### config.mk
export PLATFORM = sky130hd
export DESIGN_NAME = fpga_top_som
export DESIGN_NICKNAME = d
export VERILOG_FILES = /design/src/fpga_top_som_pkg.sv /design/src/wb_addr_decode.sv /design/src/wb_csr_bank.sv /design/src/wb_lmmi_bridge.sv /design/src/fpga_top_som.sv
export VERILOG_INCLUDE_DIRS = /design/src
export SDC_FILE = /design/constraint.sdc
export NUM_CORES = 1
export LEC_CHECK = 0
export BUFFER_PORTS_ARGS = -buffer_cell sky130_fd_sc_hd__buf_4
export CAP_MARGIN = 5
export CELL_PAD_IN_SITES_DETAIL_PLACEMENT = 1
export CELL_PAD_IN_SITES_GLOBAL_PLACEMENT = 1
export CORE_MARGIN = 4
export CORE_UTILIZATION = 36
export CTS_CLUSTER_SIZE = 14
export DETAILED_ROUTE_END_ITERATION = 16
export MAX_ROUTING_LAYER = met4
export PLACE_DENSITY = 0.85
export SLEW_MARGIN = 20
export SYNTH_ARGS = -nofsm -noshare
export SYNTH_HDL_FRONTEND = slang
export SYNTH_HIERARCHICAL = 1
export SYNTH_SLANG_ARGS = --single-unit
export TNS_END_PERCENT = 20
### constraint.sdc
create_clock -name wb_clk_i -period 5.7 [get_ports wb_clk_i]
set_input_delay 0 -clock wb_clk_i [delete_from_list [all_inputs] [get_ports wb_clk_i]]
set_output_delay 0 -clock wb_clk_i [all_outputs]
set_load 0.03 [all_outputs]
### src/fpga_top_som_consts.svh
`ifndef FPGA_TOP_SOM_CONSTS_SVH
`define FPGA_TOP_SOM_CONSTS_SVH

// **************************************************
// Bus widths
// **************************************************
`define WB_DATA_W      32
`define WB_SEL_W       4

// Region field of the byte address
`define REGION_MSB     31
`define REGION_LSB     28
`define CSR_REGION     4'h0   // Pipeline control/status
`define PIX_REGION     4'h1   // Pixel-domain slave, tie-off for now
`define USB_REGION     4'h2   // USB config space over LMMI

// **************************************************
// CSR word offsets, byte address bits 5:2
// **************************************************
`define CSR_CTRL       4'd0
`define CSR_NUM_COLS   4'd1
`define CSR_NUM_ROWS   4'd2
`define CSR_NUM_FRAMES 4'd3
`define CSR_GAINS      4'd4
`define CSR_STATUS     4'd5   // Read only
`define CSR_AVG0       4'd6   // Read only, up to AVG3
`define CSR_AVG1       4'd7
`define CSR_AVG2       4'd8
`define CSR_AVG3       4'd9

// Frame geometry, full HD unless the fast variant is picked
`define NUM_COLS_DEF   1920
`define NUM_ROWS_DEF   1080
`define NUM_COLS_FAST  40
`define NUM_ROWS_FAST  30
`define COL_W          12
`define ROW_W          11
`define CTRL_W         4      // rx_en, tx_en, pattern en, pattern type

`define GAIN_W         8
`define NUM_CHAN       4
`define PIX_STUB_DATA  32'hFEEDF00D
`define LMMI_OFFSET_W  15

`endif

### src/fpga_top_som_pkg.sv
`default_nettype none

`include "fpga_top_som_consts.svh"

package fpga_top_som_pkg;

  // **************************************************
  // Bus payloads
  // **************************************************
  typedef logic [`WB_DATA_W-1:0] wb_data_t;   // One bus word
  typedef logic [`WB_SEL_W-1:0]  wb_sel_t;    // One bit per byte lane

  // Image pipeline per-channel values
  typedef logic [`GAIN_W-1:0]    gain_t;
  typedef logic [31:0]           avg_t;       // Accumulated channel average

  // Word offset into the USB core config space
  typedef logic [`LMMI_OFFSET_W-1:0] lmmi_offset_t;

endpackage

`default_nettype wire

### src/wb_addr_decode.sv
`timescale 1ns/1ps
`default_nettype none

`include "fpga_top_som_consts.svh"

module wb_addr_decode (
  input  wire                        wb_clk_i,
  input  wire                        reset_i,
  input  wire fpga_top_som_pkg::wb_data_t adr_i,   // Byte address
  input  wire                        cyc_i,
  input  wire                        stb_i,
  input  wire fpga_top_som_pkg::wb_data_t csr_dat_i,
  input  wire                        csr_ack_i,
  input  wire fpga_top_som_pkg::wb_data_t usb_dat_i,
  input  wire                        usb_ack_i,
  output logic                       csr_stb_o,
  output logic                       usb_stb_o,
  output fpga_top_som_pkg::wb_data_t dat_o,
  output logic                       ack_o,
  output logic                       err_o
);

  logic [`REGION_MSB-`REGION_LSB:0] region;
  logic req;
  logic csr_hit, pix_hit, usb_hit;
  logic pix_ack;
  logic err_q;

  assign region  = adr_i[`REGION_MSB:`REGION_LSB];
  assign req     = cyc_i & stb_i;
  assign csr_hit = (region == `CSR_REGION);
  assign pix_hit = (region == `PIX_REGION);
  assign usb_hit = (region == `USB_REGION);

  // Qualified strobes towards the real slaves
  assign csr_stb_o = req & csr_hit;
  assign usb_stb_o = req & usb_hit;

  // Pixel tie-off answers in the same cycle
  assign pix_ack = req & pix_hit;

  // **************************************************
  // Unmapped space
  // **************************************************
  always_ff @(posedge wb_clk_i) begin
    if (reset_i) begin
      err_q <= 1'b0;
    end else begin
      err_q <= req & ~csr_hit & ~pix_hit & ~usb_hit & ~err_q;   // One pulse per strobe
    end
  end

  assign err_o = err_q;
  assign ack_o = csr_ack_i | usb_ack_i | pix_ack;

  // Return path follows the held address
  always_comb begin
    case (region)
      `CSR_REGION: dat_o = csr_dat_i;
      `PIX_REGION: dat_o = `PIX_STUB_DATA;
      `USB_REGION: dat_o = usb_dat_i;
      default:     dat_o = '0;
    endcase
  end

  // At most one slave sees a strobe
  a_one_slave: assert property (@(posedge wb_clk_i) disable iff (reset_i)
    !(csr_stb_o && usb_stb_o));

  // Error and ack never overlap on the master port
  a_err_no_ack: assert property (@(posedge wb_clk_i) disable iff (reset_i)
    err_o |-> !ack_o);

endmodule

`default_nettype wire

### src/wb_csr_bank.sv
`timescale 1ns/1ps
`default_nettype none

`include "fpga_top_som_consts.svh"

module wb_csr_bank #(
  parameter bit FAST_SIM = 1'b0   // Smaller frame for quick sim runs
) (
  input  wire                        wb_clk_i,
  input  wire                        reset_i,
  input  wire                        stb_i,       // Already qualified by cyc and region
  input  wire                        we_i,
  input  wire [3:0]                  word_i,
  input  wire fpga_top_som_pkg::wb_data_t dat_i,
  input  wire fpga_top_som_pkg::wb_sel_t  sel_i,
  input  wire                        pll_locked_i,
  input  wire                        buffer_full_err_i,
  input  wire fpga_top_som_pkg::avg_t [`NUM_CHAN-1:0] avg_chan_i,
  output fpga_top_som_pkg::wb_data_t dat_o,
  output logic                       ack_o,
  output logic                       rx_en_o,
  output logic                       tx_en_o,
  output logic                       test_pattern_en_o,
  output logic                       test_pattern_type_o,
  output logic [`COL_W-1:0]          num_cols_o,
  output logic [`ROW_W-1:0]          num_rows_o,
  output fpga_top_som_pkg::wb_data_t num_frames_o,
  output fpga_top_som_pkg::gain_t [`NUM_CHAN-1:0] gain_chan_o
);

  localparam logic [`COL_W-1:0] COLS_RST = FAST_SIM ? `NUM_COLS_FAST : `NUM_COLS_DEF;
  localparam logic [`ROW_W-1:0] ROWS_RST = FAST_SIM ? `NUM_ROWS_FAST : `NUM_ROWS_DEF;

  logic [`CTRL_W-1:0]         ctrl_q;
  logic [`COL_W-1:0]          cols_q;
  logic [`ROW_W-1:0]          rows_q;
  fpga_top_som_pkg::wb_data_t frames_q;
  fpga_top_som_pkg::gain_t [`NUM_CHAN-1:0] gains_q;   // Channel 0 in low byte
  logic                       ack_q;
  logic                       wr_en;
  fpga_top_som_pkg::wb_data_t merged;

  // Replace only the enabled byte lanes
  function automatic fpga_top_som_pkg::wb_data_t merge_bytes(
    input fpga_top_som_pkg::wb_data_t old_val,
    input fpga_top_som_pkg::wb_data_t new_val,
    input fpga_top_som_pkg::wb_sel_t  sel
  );
    fpga_top_som_pkg::wb_data_t res;
    res = old_val;
    for (int b = 0; b < `WB_SEL_W; b++) begin
      if (sel[b]) begin
        res[8*b +: 8] = new_val[8*b +: 8];
      end
    end
    return res;
  endfunction

  // **************************************************
  // Read mux
  // **************************************************
  always_comb begin
    case (word_i)
      `CSR_CTRL:       dat_o = fpga_top_som_pkg::wb_data_t'(ctrl_q);
      `CSR_NUM_COLS:   dat_o = fpga_top_som_pkg::wb_data_t'(cols_q);
      `CSR_NUM_ROWS:   dat_o = fpga_top_som_pkg::wb_data_t'(rows_q);
      `CSR_NUM_FRAMES: dat_o = frames_q;
      `CSR_GAINS:      dat_o = fpga_top_som_pkg::wb_data_t'(gains_q);
      `CSR_STATUS:     dat_o = {30'd0, buffer_full_err_i, pll_locked_i};
      `CSR_AVG0:       dat_o = avg_chan_i[0];
      `CSR_AVG1:       dat_o = avg_chan_i[1];
      `CSR_AVG2:       dat_o = avg_chan_i[2];
      `CSR_AVG3:       dat_o = avg_chan_i[3];
      default:         dat_o = '0;   // Holes read as zero
    endcase
  end

  // Current value with new bytes laid over it
  assign merged = merge_bytes(dat_o, dat_i, sel_i);
  assign wr_en  = stb_i & we_i & ~ack_q;   // First cycle of the strobe only

  // **************************************************
  // Registers
  // **************************************************
  always_ff @(posedge wb_clk_i) begin
    if (reset_i) begin
      ack_q    <= 1'b0;
      ctrl_q   <= '0;
      cols_q   <= COLS_RST;
      rows_q   <= ROWS_RST;
      frames_q <= '0;
      gains_q  <= '0;
    end else begin
      ack_q <= stb_i & ~ack_q;
      if (wr_en) begin
        case (word_i)
          `CSR_CTRL:       ctrl_q   <= merged[`CTRL_W-1:0];
          `CSR_NUM_COLS:   cols_q   <= merged[`COL_W-1:0];
          `CSR_NUM_ROWS:   rows_q   <= merged[`ROW_W-1:0];
          `CSR_NUM_FRAMES: frames_q <= merged;
          `CSR_GAINS:      gains_q  <= merged[`NUM_CHAN*`GAIN_W-1:0];
          default:         ;   // Read-only or hole, ack anyway
        endcase
      end
    end
  end

  assign ack_o               = ack_q;
  assign rx_en_o             = ctrl_q[0];
  assign tx_en_o             = ctrl_q[1];
  assign test_pattern_en_o   = ctrl_q[2];
  assign test_pattern_type_o = ctrl_q[3];
  assign num_cols_o          = cols_q;
  assign num_rows_o          = rows_q;
  assign num_frames_o        = frames_q;
  assign gain_chan_o         = gains_q;

  // Master drops the strobe after ack, so no back-to-back acks
  a_ack_single: assert property (@(posedge wb_clk_i) disable iff (reset_i)
    ack_o |=> !ack_o);

endmodule

`default_nettype wire

### src/wb_lmmi_bridge.sv
`timescale 1ns/1ps
`default_nettype none

`include "fpga_top_som_consts.svh"

module wb_lmmi_bridge (
  input  wire                        wb_clk_i,
  input  wire                        reset_i,
  input  wire                        stb_i,
  input  wire                        we_i,
  input  wire fpga_top_som_pkg::wb_data_t adr_i,   // Byte address
  input  wire fpga_top_som_pkg::wb_data_t dat_i,
  input  wire                        lmmi_ready_i,
  input  wire                        lmmi_rdata_valid_i,
  input  wire fpga_top_som_pkg::wb_data_t lmmi_rdata_i,
  output fpga_top_som_pkg::wb_data_t dat_o,
  output logic                       ack_o,
  output logic                       lmmi_request_o,
  output logic                       lmmi_wr_rdn_o,
  output fpga_top_som_pkg::lmmi_offset_t lmmi_offset_o,
  output fpga_top_som_pkg::wb_data_t lmmi_wdata_o
);

  typedef enum logic [1:0] {
    IDLE,
    WAIT_RDY,    // Request goes out once the core is ready
    WAIT_DATA,   // Reads only
    DONE         // Ack, then wait for strobe low
  } state_t;

  state_t                         state_q, state_d;
  logic                           ack_q;
  logic                           wr_q;
  fpga_top_som_pkg::lmmi_offset_t offset_q;
  fpga_top_som_pkg::wb_data_t     wdata_q;
  fpga_top_som_pkg::wb_data_t     rdata_q;

  // **************************************************
  // FSM
  // **************************************************
  always_comb begin
    state_d = state_q;
    case (state_q)
      IDLE:      if (stb_i) state_d = WAIT_RDY;
      WAIT_RDY:  if (lmmi_ready_i) state_d = wr_q ? DONE : WAIT_DATA;   // Write done on pulse
      WAIT_DATA: if (lmmi_rdata_valid_i) state_d = DONE;
      DONE:      if (!stb_i) state_d = IDLE;
      default:   state_d = IDLE;
    endcase
  end

  always_ff @(posedge wb_clk_i) begin
    if (reset_i) begin
      state_q <= IDLE;
      ack_q   <= 1'b0;
    end else begin
      state_q <= state_d;
      ack_q   <= (state_d == DONE) && (state_q != DONE);   // Entry into DONE only
    end
  end

  // Request fields latched at the start of the cycle
  always_ff @(posedge wb_clk_i) begin
    if (state_q == IDLE && stb_i) begin
      wr_q     <= we_i;
      offset_q <= adr_i[`LMMI_OFFSET_W+1:2];
      wdata_q  <= dat_i;
    end
    if (state_q == WAIT_DATA && lmmi_rdata_valid_i) begin
      rdata_q <= lmmi_rdata_i;   // Held until ack
    end
  end

  assign lmmi_request_o = (state_q == WAIT_RDY) & lmmi_ready_i;   // Single-cycle pulse
  assign lmmi_wr_rdn_o  = wr_q;
  assign lmmi_offset_o  = offset_q;
  assign lmmi_wdata_o   = wdata_q;
  assign dat_o          = rdata_q;
  assign ack_o          = ack_q;

  a_req_ready: assert property (@(posedge wb_clk_i) disable iff (reset_i)
    lmmi_request_o |-> lmmi_ready_i);

  a_req_state: assert property (@(posedge wb_clk_i) disable iff (reset_i)
    lmmi_request_o |-> (state_q == WAIT_RDY));

endmodule

`default_nettype wire

### src/fpga_top_som.sv
`timescale 1ns/1ps
`default_nettype none

`include "fpga_top_som_consts.svh"

module fpga_top_som #(
  parameter bit FAST_SIM = 1'b0
) (
  input  wire                        wb_clk_i,
  input  wire                        reset_i,
  // Wishbone master port from the SoC
  input  wire [29:0]                 wb_adr_i,   // Word address
  input  wire fpga_top_som_pkg::wb_data_t wb_dat_i,
  input  wire fpga_top_som_pkg::wb_sel_t  wb_sel_i,
  input  wire                        wb_we_i,
  input  wire                        wb_cyc_i,
  input  wire                        wb_stb_i,
  output fpga_top_som_pkg::wb_data_t wb_dat_o,
  output logic                       wb_ack_o,
  output logic                       wb_err_o,
  // Image pipeline side
  input  wire                        pll_locked_i,
  input  wire                        buffer_full_err_i,
  input  wire fpga_top_som_pkg::avg_t [`NUM_CHAN-1:0] avg_chan_i,
  output logic                       rx_en_o,
  output logic                       tx_en_o,
  output logic                       test_pattern_en_o,
  output logic                       test_pattern_type_o,
  output logic [`COL_W-1:0]          num_cols_o,
  output logic [`ROW_W-1:0]          num_rows_o,
  output fpga_top_som_pkg::wb_data_t num_frames_o,
  output fpga_top_som_pkg::gain_t [`NUM_CHAN-1:0] gain_chan_o,
  // USB core config port
  input  wire                        lmmi_ready_i,
  input  wire                        lmmi_rdata_valid_i,
  input  wire fpga_top_som_pkg::wb_data_t lmmi_rdata_i,
  output logic                       lmmi_request_o,
  output logic                       lmmi_wr_rdn_o,
  output fpga_top_som_pkg::lmmi_offset_t lmmi_offset_o,
  output fpga_top_som_pkg::wb_data_t lmmi_wdata_o
);

  fpga_top_som_pkg::wb_data_t byte_adr;
  fpga_top_som_pkg::wb_data_t csr_dat, usb_dat;
  logic csr_stb, csr_ack;
  logic usb_stb, usb_ack;

  // Bus is 32-bit aligned
  assign byte_adr = {wb_adr_i, 2'b00};

  // **************************************************
  // Region decode and return mux
  // **************************************************
  wb_addr_decode i_wb_addr_decode (
    .wb_clk_i (wb_clk_i),
    .reset_i  (reset_i ),
    .adr_i    (byte_adr),
    .cyc_i    (wb_cyc_i),
    .stb_i    (wb_stb_i),
    .csr_dat_i(csr_dat ),
    .csr_ack_i(csr_ack ),
    .usb_dat_i(usb_dat ),
    .usb_ack_i(usb_ack ),
    .csr_stb_o(csr_stb ),
    .usb_stb_o(usb_stb ),
    .dat_o    (wb_dat_o),
    .ack_o    (wb_ack_o),
    .err_o    (wb_err_o)
  );

  wb_csr_bank #(
    .FAST_SIM(FAST_SIM)
  ) i_wb_csr_bank (
    .wb_clk_i           (wb_clk_i           ),
    .reset_i            (reset_i            ),
    .stb_i              (csr_stb            ),
    .we_i               (wb_we_i            ),
    .word_i             (byte_adr[5:2]      ),   // Word offset in the bank
    .dat_i              (wb_dat_i           ),
    .sel_i              (wb_sel_i           ),
    .pll_locked_i       (pll_locked_i       ),
    .buffer_full_err_i  (buffer_full_err_i  ),
    .avg_chan_i         (avg_chan_i         ),
    .dat_o              (csr_dat            ),
    .ack_o              (csr_ack            ),
    .rx_en_o            (rx_en_o            ),
    .tx_en_o            (tx_en_o            ),
    .test_pattern_en_o  (test_pattern_en_o  ),
    .test_pattern_type_o(test_pattern_type_o),
    .num_cols_o         (num_cols_o         ),
    .num_rows_o         (num_rows_o         ),
    .num_frames_o       (num_frames_o       ),
    .gain_chan_o        (gain_chan_o        )
  );

  // USB config space through LMMI
  wb_lmmi_bridge i_wb_lmmi_bridge (
    .wb_clk_i          (wb_clk_i          ),
    .reset_i           (reset_i           ),
    .stb_i             (usb_stb           ),
    .we_i              (wb_we_i           ),
    .adr_i             (byte_adr          ),
    .dat_i             (wb_dat_i          ),
    .lmmi_ready_i      (lmmi_ready_i      ),
    .lmmi_rdata_valid_i(lmmi_rdata_valid_i),
    .lmmi_rdata_i      (lmmi_rdata_i      ),
    .dat_o             (usb_dat           ),
    .ack_o             (usb_ack           ),
    .lmmi_request_o    (lmmi_request_o    ),
    .lmmi_wr_rdn_o     (lmmi_wr_rdn_o     ),
    .lmmi_offset_o     (lmmi_offset_o     ),
    .lmmi_wdata_o      (lmmi_wdata_o      )
  );

endmodule

`default_nettype wire

Yosys cells after proc, flatten, opt, wreduce, memory -nomap -nowiden
Cells that the tools add are included.
{ "op_classes": {"n_eq_ne": 16, "n_mux": 12, "bitwise": 19, "reduce_logical": 11} }
{ "op_table": {"columns": ["op", "count"], "rows": [
  ["one-hot mux 32 bit (10 select lines)", 1],
  ["one-hot mux 32 bit (3 select lines)", 1],
  ["2-to-1 mux 8 bit", 4],
  ["equality test 4 x 3 -> 1 bit, second input constant", 4],
  ["bitwise AND 1 bit", 12],
  ["equality test 4 x 2 -> 1 bit, second input constant", 3],
  ["AND reduction 2 bit", 5],
  ["equality test 4 x 1 -> 1 bit, second input constant", 2],
  ["equality test 4 bit, second input constant", 2],
  ["zero test 4 bit", 2],
  ["2-to-1 mux 2 bit", 4],
  ["one-hot mux 2 bit (4 select lines)", 1],
  ["equality test 2 bit, second input constant", 3],
  ["inverter 1 bit", 5],
  ["logical AND 1 bit", 3],
  ["equality test 2 x 1 -> 1 bit, second input constant", 1],
  ["zero test 2 bit", 1],
  ["!= test 2 bit, second input constant", 1],
  ["bitwise OR 1 bit", 2],
  ["2-to-1 mux 1 bit", 1]
]} }
{ "totals": {"register_bits": 176, "in_bits": 235} }

Longest topological paths before layout
Gate-level depths: netlist (run 1).
{ "logic_depth": {"word_depth": 6, "ltp_mapped": 10, "mapped_depth_nobuf": 6} }

By module
Netlist (run 1), hierarchy kept.
{ "modules_own_cells": {"columns": ["mod", "instances", "cells_per_inst", "area_per_inst_um2"], "rows": [
  ["wb_csr_bank", 1, 746, 6422.4],
  ["wb_lmmi_bridge", 1, 99, 2578.7],
  ["wb_addr_decode", 1, 86, 706.9],
  ["fpga_top_som", 1, 1, 3.8]
]} }

Worst setup path before layout (run 1)
Ideal clock, no wire load.
{ "synth_path": {"path_type": "input -> register", "start": "input wb_adr_i[27]", "end": "register i_wb_lmmi_bridge.offset_q[0], in the netlist i_wb_lmmi_bridge/lmmi_offset_o[0] (enable)", "setup_ns": 0.513, "arrival_time_ns": 3.865, "required_time_ns": 5.187, "setup_slack_ns": 1.322, "path_stages": 5, "cell_sequence": "buf_6 > nor4b_2 > and3_1 > inv_1 > nor3_1"} }
{ "synth_via": {"elab_chain_len": 3} }
{ "synth_rtl": {"columns": ["item", "line_no", "text"], "rows": [
  ["start, declared", "fpga_top_som.sv:12", "input wire [29:0] wb_adr_i,"],
  ["equality test 4 x 2 -> 1 bit (no source line)", null, null],
  ["bitwise AND 1 bit", "wb_addr_decode.sv:37", "assign usb_stb_o = req & usb_hit;"],
  ["named net usb_stb", "fpga_top_som.sv:46", "logic usb_stb, usb_ack;"],
  ["logical AND 1 bit", "wb_lmmi_bridge.sv:64", "if (state_q == IDLE && stb_i) begin"],
  ["end signal, assigned", "wb_lmmi_bridge.sv:66", "offset_q <= adr_i[`LMMI_OFFSET_W+1:2];"],
  ["end, declared", "wb_lmmi_bridge.sv:34", "fpga_top_som_pkg::lmmi_offset_t offset_q;"]
]} }
The timed path passes the listed nets, and every way through them passes these cells.
A chain may end at the register's enable or synchronous reset.

Worst setup path after layout (run 1)
{ "layout_path": {"start": "input wb_adr_i[1]", "end": "output wb_dat_o[2]"} }
{ "layout_via": {"elab_chain_len": 3, "word_cells_on_any_way": 12, "cone_classes": "eq/ne: 9; mux: 2; reduce/logical: 1"} }
{ "layout_rtl": {"columns": ["item", "line_no", "text"], "rows": [
  ["equality test 4 bit (tied with other cells)", "wb_csr_bank.sv:63", "case (word_i)"],
  ["one-hot mux 32 bit (10 select lines) *", "wb_csr_bank.sv:63", null],
  ["named net csr_dat[2]", "fpga_top_som.sv:44", "fpga_top_som_pkg::wb_data_t csr_dat, usb_dat;"],
  ["one-hot mux 32 bit (3 select lines) *", "wb_addr_decode.sv:58", "case (region)"],
  ["end, declared", "fpga_top_som.sv:18", "output fpga_top_som_pkg::wb_data_t wb_dat_o,"]
]} }
The timed path passes the listed nets; every way through them passes the cells marked *.

==> out/qor.txt, run 1 <==
Drt first pass iters: 5
Share of cells above drive strength 1: 0.3601
Input/output buffers: 397
Post-DP HPWL: 33330 um
Worst-margin pin slew: 1.101 ns
Starting DRC count in detailed routing: 944
Num CTS Buffers: 17
Total Power: 0.003002 W
P per Cell Area: 211.1 mW/mm^2
Critical path class: primary input to output port
Average wire per standard cell: 27.98 um
GP Congestion: 0.8931
Hold Crit Start: avg_chan_i[120]
Crit end category: output port
Die area: 0.02966 sq mm
Core ar.: 0.02628 sq mm
Skew-Pair Late Insertion Delay: 0.45 ns
Die height: 172.2 um
Gate Count Post-Synth: 931
Post-layout util: 0.5411
Grt total ovfl: 0
Max-slew violation count: 0
RR Endpoint: i_wb_csr_bank/gain_chan_o[13]
Final setup fails: 0
Core Rows: 59
# DRC: 0
GRT Total Usage: 0.3204
Largest net degree at the start of global routing: 75
Vias/cell: 5.897
Syn_nets: 1166
Initial antenna violation count: 0
Vias in the first global route: 10860
Setup TNS: 0 ns
Post-cts hold buffer count: 89
CTS tree: yes
Die Width: 172.2 um
Worst-path fanout max: 40
Clock Sink Count: 176
Number of vias in the routed layout: 10140
Critical Path RT: 5.70 ns
Highest clock rate: 339.2 MHz
H-tree depth: 4
Reg clk slew, reported paths: 0.07 ns
CP startpoint kind: primary input
Hold Path Class: primary input to register
Max_slew headroom: 0.2640
Crit share post-route: 0.5172
Worst r2r src: i_wb_csr_bank/ack_o
Layout area overhead: 46.48%
Antenna viol nets, final: 0
R2r setup slk: 3.24 ns
Post-CTS sizing: 0
Clk root buf: clkbuf_16
Post-CTS Setup Bufs: 0
WP data arrival: 2.95 ns
Clock Skews: 0.01552 ns
Run status: finished clean
Initial Util: 0.3694
First-pass GRT wire length: 69020 um
Final Hold Vio Count: 0
Max Cap Viol: 0
Reg2reg path depth: 5
Post-Syn Area: 0.009708 sq mm
Layout Nets: 1605
Drt total wl: 48130 um
RSZ-0062 raised after global routing: false
Hold Path Cell Cnt: 3
Hold Path End: i_wb_csr_bank/gain_chan_o[24]
IO Pins: 409
Crit path time final: 2.948 ns
Worst vdd ir: 0.1576 mV
Synth warn: 6
Mean area per synthesized cell: 10.43 sq um
Leak: 5.641 nW
Max clock buf depth: 2
==> area by class of cell <==
| class | instances | area (sq um) |
|---|---|---|
| Antenna cell | 2 | 5.005 |
| Clock buffer | 19 | 432.9 |
| Clock inverter | 13 | 126.4 |
| Fill cell | 2890 | 12060 |
| Inverter | 11 | 41.29 |
| Multi-Input combinational cell | 665 | 4902 |
| Sequential cell | 176 | 4324 |
| Tap cell | 335 | 419.2 |
| Timing Repair Buffer | 499 | 3969 |
==> cell usage in the layout (no fill, tap or decap), drive strengths merged, types with 10 or more instances in the layout <==
master	instances
nand3b	63
a21oi	29
nor2	90
o21ai	20
mux2i	104
o211ai	14
dlygate4sd3	89
o41ai	12
nor4	12
nand2b	30
a22o	12
inv	17
dfxtp	96
nor3	10
nand3	16
edfxtp	80
nand2	57
clkbuf	19
a211oi	44
a22oi	14
o2bb2ai	20
buf	410
==> per-layer routing <==
| metal | vias to the layer above | wire length (um) | GRT usage |
|---|---|---|---|
| li1 | 4426 | - | - |
| met3 | 90 | 3470 | 0.05578 |
| met4 | 0 | 1586 | 0.1172 |
| met5 | - | 0 | - |
| met1 | 5076 | 19210 | 0.3947 |
| met2 | 550 | 23860 | 0.5300 |
==> worst max-delay path by stage <==
stage	from	end	cells after the start
after floorplan	wb_adr_i[27]	i_wb_lmmi_bridge/lmmi_offset_o[0]	5
after global placement	wb_adr_i[26]	i_wb_csr_bank/num_frames_o[31]	7
after detailed placement	wb_adr_i[26]	i_wb_csr_bank/num_frames_o[22]	7
after CTS	wb_adr_i[1]	wb_dat_o[2]	9
after global routing	wb_adr_i[26]	i_wb_csr_bank/gain_chan_o[18]	8
final	wb_adr_i[1]	wb_dat_o[2]	9
==> critical path, stage by stage <==
cell       delay, ns
buf_4           0.38
buf_4           0.49
mux2i_1         0.27
o32ai_1         0.12
nor4_2          0.71
inv_1           0.27
nor2_1          0.37
o2bb2ai_2       0.09
buf_4           0.18
==> per-stage QoR <==
step	worst slack, ns	cell area [sq um]	hold slack [ns]	cells
6_report	2.752	14220	0.02203	1720
3_5_place_dp	2.386	12760	0.1795	1597
4_1_cts	2.830	14210	0.001622	1718
3_3_place_gp	2.436	12760	0.1783	1597
2_1_floorplan	1.322	9708	0.07802	931
5_1_grt	2.628	14210	0.03828	1718
==> registers in the layout, summed over array words and instances, names as in the netlist <==
| name | cells |
|---|---|
| i_wb_csr_bank/gain_chan_o | 32 |
| i_wb_csr_bank/num_frames_o | 32 |
| i_wb_lmmi_bridge/dat_o | 32 |
| i_wb_lmmi_bridge/lmmi_wdata_o | 32 |
| i_wb_lmmi_bridge/lmmi_offset_o | 15 |
| i_wb_csr_bank/num_cols_o | 12 |
| i_wb_csr_bank/num_rows_o | 11 |
| i_wb_csr_bank/ctrl_q | 4 |
| i_wb_lmmi_bridge/state_q | 2 |
| i_wb_addr_decode/err_o | 1 |
| i_wb_csr_bank/ack_o | 1 |
| i_wb_lmmi_bridge/ack_o | 1 |
| i_wb_lmmi_bridge/lmmi_wr_rdn_o | 1 |
==> power by group <==
| group | switching, W | internal (W) |
|---|---|---|
| logic | 0.000260 | 0.000226 |
| clock network | 0.000578 | 0.000613 |
| registers | 0.00000300 | 0.00132 |
Note: power is estimated with default switching activity, not from simulation.
==> run 2, diff against run 1 <==
- CORE_UTILIZATION: 36 -> 33
- PLACE_DENSITY: 0.85 -> 0.82
- clock period: 5.7 -> 2.6 ns (I/O delays scaled with it)
==> run 2 against run 1 <==
The flow now finishes with violations (setup timing). Global-route usage shrank 2.9 points. Sequential power grew 120%. Routed wire length shrank 1.0%. Clock power grew 110%. Sequential share of layout area shrank 0.96 points. Largest power group unchanged.
==> out/qor.txt, run 2 (synthesis results as in run 1) <==
Int Pwr: 0.004731 W (+120%)
Die height: 179.5 um (+4.2%)
Worst-path fanout max: 34 (-15%)
Most frequent cells in the layout: buf_4 (439), mux2i_1 (104), dfxtp_1 (96), dlygate4sd3_1 (95), nor2_1 (90)
Most frequent CP cell: buf_4
Initial Util: 0.3364 (-0.03299)
Critical path's slowest cell: nor4b_2
Clock Sink Count: 176 (unchanged)
Drt first pass iters: 5 (unchanged)
Hold Path Cell Cnt: 3 (unchanged)
Max_slew headroom: 0.2600 (-0.004016)
Setup TNS: -0.001749 ns (-0.001749 ns)
Drt total wl: 47630 um (-1.0%)
Hold Path End: i_wb_csr_bank/gain_chan_o[31]
Grt total ovfl: 0 (unchanged)
Reg2reg path depth: 4 (-1)
WP data arrival: 2.60 ns (-0.35 ns)
Largest delay contributor family on the critical path: simple AND/OR/NAND/NOR gates
Core ar.: 0.02886 sq mm (+9.8%)
Max-slew violation count: 0 (unchanged)
R2r setup slk: 0.65 ns (-2.59 ns)
Share of cells above drive strength 1: 0.3733 (+0.01325)
Final setup margin: -0.001749 ns (-2.754 ns)
Number of vias in the routed layout: 10160 (+0.17%)
IO Pins: 409 (unchanged)
RR Endpoint: i_wb_csr_bank/num_rows_o[8]
Clock Skews: 0.01170 ns (-0.003815 ns)
Vias/cell: 5.616 (-4.8%)
Crit share post-route: 1.001
Run status: finished with violations
Hold Crit Start: avg_chan_i[95]
Comb pwr share: 0.168 (+0.006)
Worst r2r src: i_wb_csr_bank/ack_o
Initial antenna violation count: 1 (+1)
Starting DRC count in detailed routing: 752 (-20%)
Worst vdd ir: 0.2951 mV (+87%)
Max Cap Viol: 0 (unchanged)
Violated checks: setup timing
CP startpoint kind: primary input
Antenna viol nets, final: 0 (unchanged)
Max clock buf depth: 2 (unchanged)
Clk root buf: clkbuf_16
Leak: 5.862 nW (+3.9%)
Reg clk slew, reported paths: 0.07 ns (about the same)
Average wire per standard cell: 26.33 um (-5.9%)
Worst-margin pin slew: 1.107 ns (+0.006009 ns)
# DRC: 0 (unchanged)
P per Cell Area: 444.4 mW/mm^2 (+110%)
Hold Path Class: primary input to register
H-tree depth: 4 (unchanged)
Input/output buffers: 397 (unchanged)
GRT Total Usage: 0.2914 (-0.02894)
Post-CTS Setup Bufs: 0 (unchanged)
Core Rows: 62 (+5.1%)
Dpl ws: -0.04216 ns (-2.428 ns)
CTS tree: yes
Layout Nets: 1647 (+2.6%)
Num CTS Buffers: 17 (unchanged)
Net Sw Frac: 0.2752 (-0.004773)
Placed cell count: 1682 (+5.3%)
Die Width: 179.5 um (+4.2%)
RSZ-0062 raised after global routing: false
P_sw: 0.001796 W (+110%)
Largest stage delay on the critical path: 0.96 ns (+0.25 ns)
Critical path class: primary input to output port
Critical Path RT: 2.60 ns (-3.10 ns)
Die area: 0.03223 sq mm (+8.7%)
Skew-Pair Late Insertion Delay: 0.43 ns (-0.02 ns)
Largest net degree at the start of global routing: 62 (-17%)
Vias in the first global route: 10990 (+1.2%)
Final instance area: 0.01469 sq mm (+3.3%)
Highest clock rate: 384.4 MHz
Layout area overhead: 51.27%
Post-route insts no fill: 1809 (+5.2%)
Ant. Diodes: 0 (-2)
Post-DP HPWL: 34280 um (+2.8%)
Crit end category: output port
GP Congestion: 0.8921 (-0.11%)
Reg power frac: 0.445 (+0.003)
Crit-path cells: buf_4 -> buf_12 -> nor4b_2 -> a21oi_1 -> nand3_1 -> mux2i_1 -> nor2_1 -> buf_4
Worst Path Buf+Inv: 3 (-1)
Post-DP Area: 0.01318 sq mm (+3.3%)
Clk pwr share: 0.387 (-0.010)
Total Power: 0.006527 W (+120%)
Most common cell after layout, fill and taps aside: buf_4
Final setup fails: 1 (+1)
Crit path time final: 2.602 ns
First-pass GRT wire length: 70660 um (+2.4%)
Final Hold Vio Count: 0 (unchanged)
## run 2: final cells by class
class	instances	area [sq um]
Clock buffer	20	457.9
Sequential cell	176	4324
Fill cell	3255	14170
Tap cell	384	480.5
Inverter	11	41.29
Clock inverter	12	95.09
Timing Repair Buffer	541	4387
Multi-Input combinational cell	665	4900
## run 2: per-stage QoR
stage                 util  hold slack [ns]
floorplan                -          0.07802
global placement    0.4568           0.1782
detailed placement  0.4568           0.1793
CTS                 0.5089         0.003488
global route        0.5089          0.05241
finish              0.5089          0.03478
## run 2: what timing repair did
action	4_1_cts	5_1_grt
endpoints found under the hold margin	98	0
gates resized for setup	0	0
endpoints found under the setup margin	0	0
hold buffers	95	0
## run 2: power groups by stage
stage,Sequential [W],Clock [W],Combinational [W]
2_1_floorplan,0.00299,0,0.000432
3_3_place_gp,0.00297,0,0.000936
3_5_place_dp,0.00297,0,0.000952
4_1_cts,0.00291,0.00259,0.00107
5_1_grt,0.00291,0.00269,0.00115
6_report,0.00291,0.00253,0.00109
## run 2: how the worst max path moves through the flow
| stage | slack [ns] | cells past startpoint | to | start |
|---|---|---|---|---|
| after floorplan | 0.42 | 5 | i_wb_lmmi_bridge/lmmi_offset_o[0] | wb_adr_i[27] |
| after global routing | 0.03 | 7 | wb_dat_o[2] | i_wb_csr_bank/gain_chan_o[2] |
| after detailed placement | -0.04 | 5 | i_wb_csr_bank/gain_chan_o[18] | wb_adr_i[3] |
| after global placement | 0.03 | 5 | i_wb_csr_bank/gain_chan_o[18] | wb_adr_i[3] |
| final | -0.002 | 8 | wb_dat_o[20] | wb_adr_i[1] |
| after CTS | 0.16 | 7 | wb_dat_o[2] | i_wb_csr_bank/gain_chan_o[2] |
## run 2: worst register-to-register path, delay by kind of cell (launching register included)
kind	cells	cell delay (ns)
flip-flops	1	0.34
AND/OR/NAND/NOR	4	1.48
## run 2: layer usage
layer,GRT usage,up-vias,part of all wire,routed length [um]
li1,-,4507,-,-
met1,0.3518,5095,0.41,19570
met2,0.4829,464,0.49,23280
met3,0.06447,93,0.067,3203
met4,0.1021,0,0.033,1577
met5,-,-,0,0
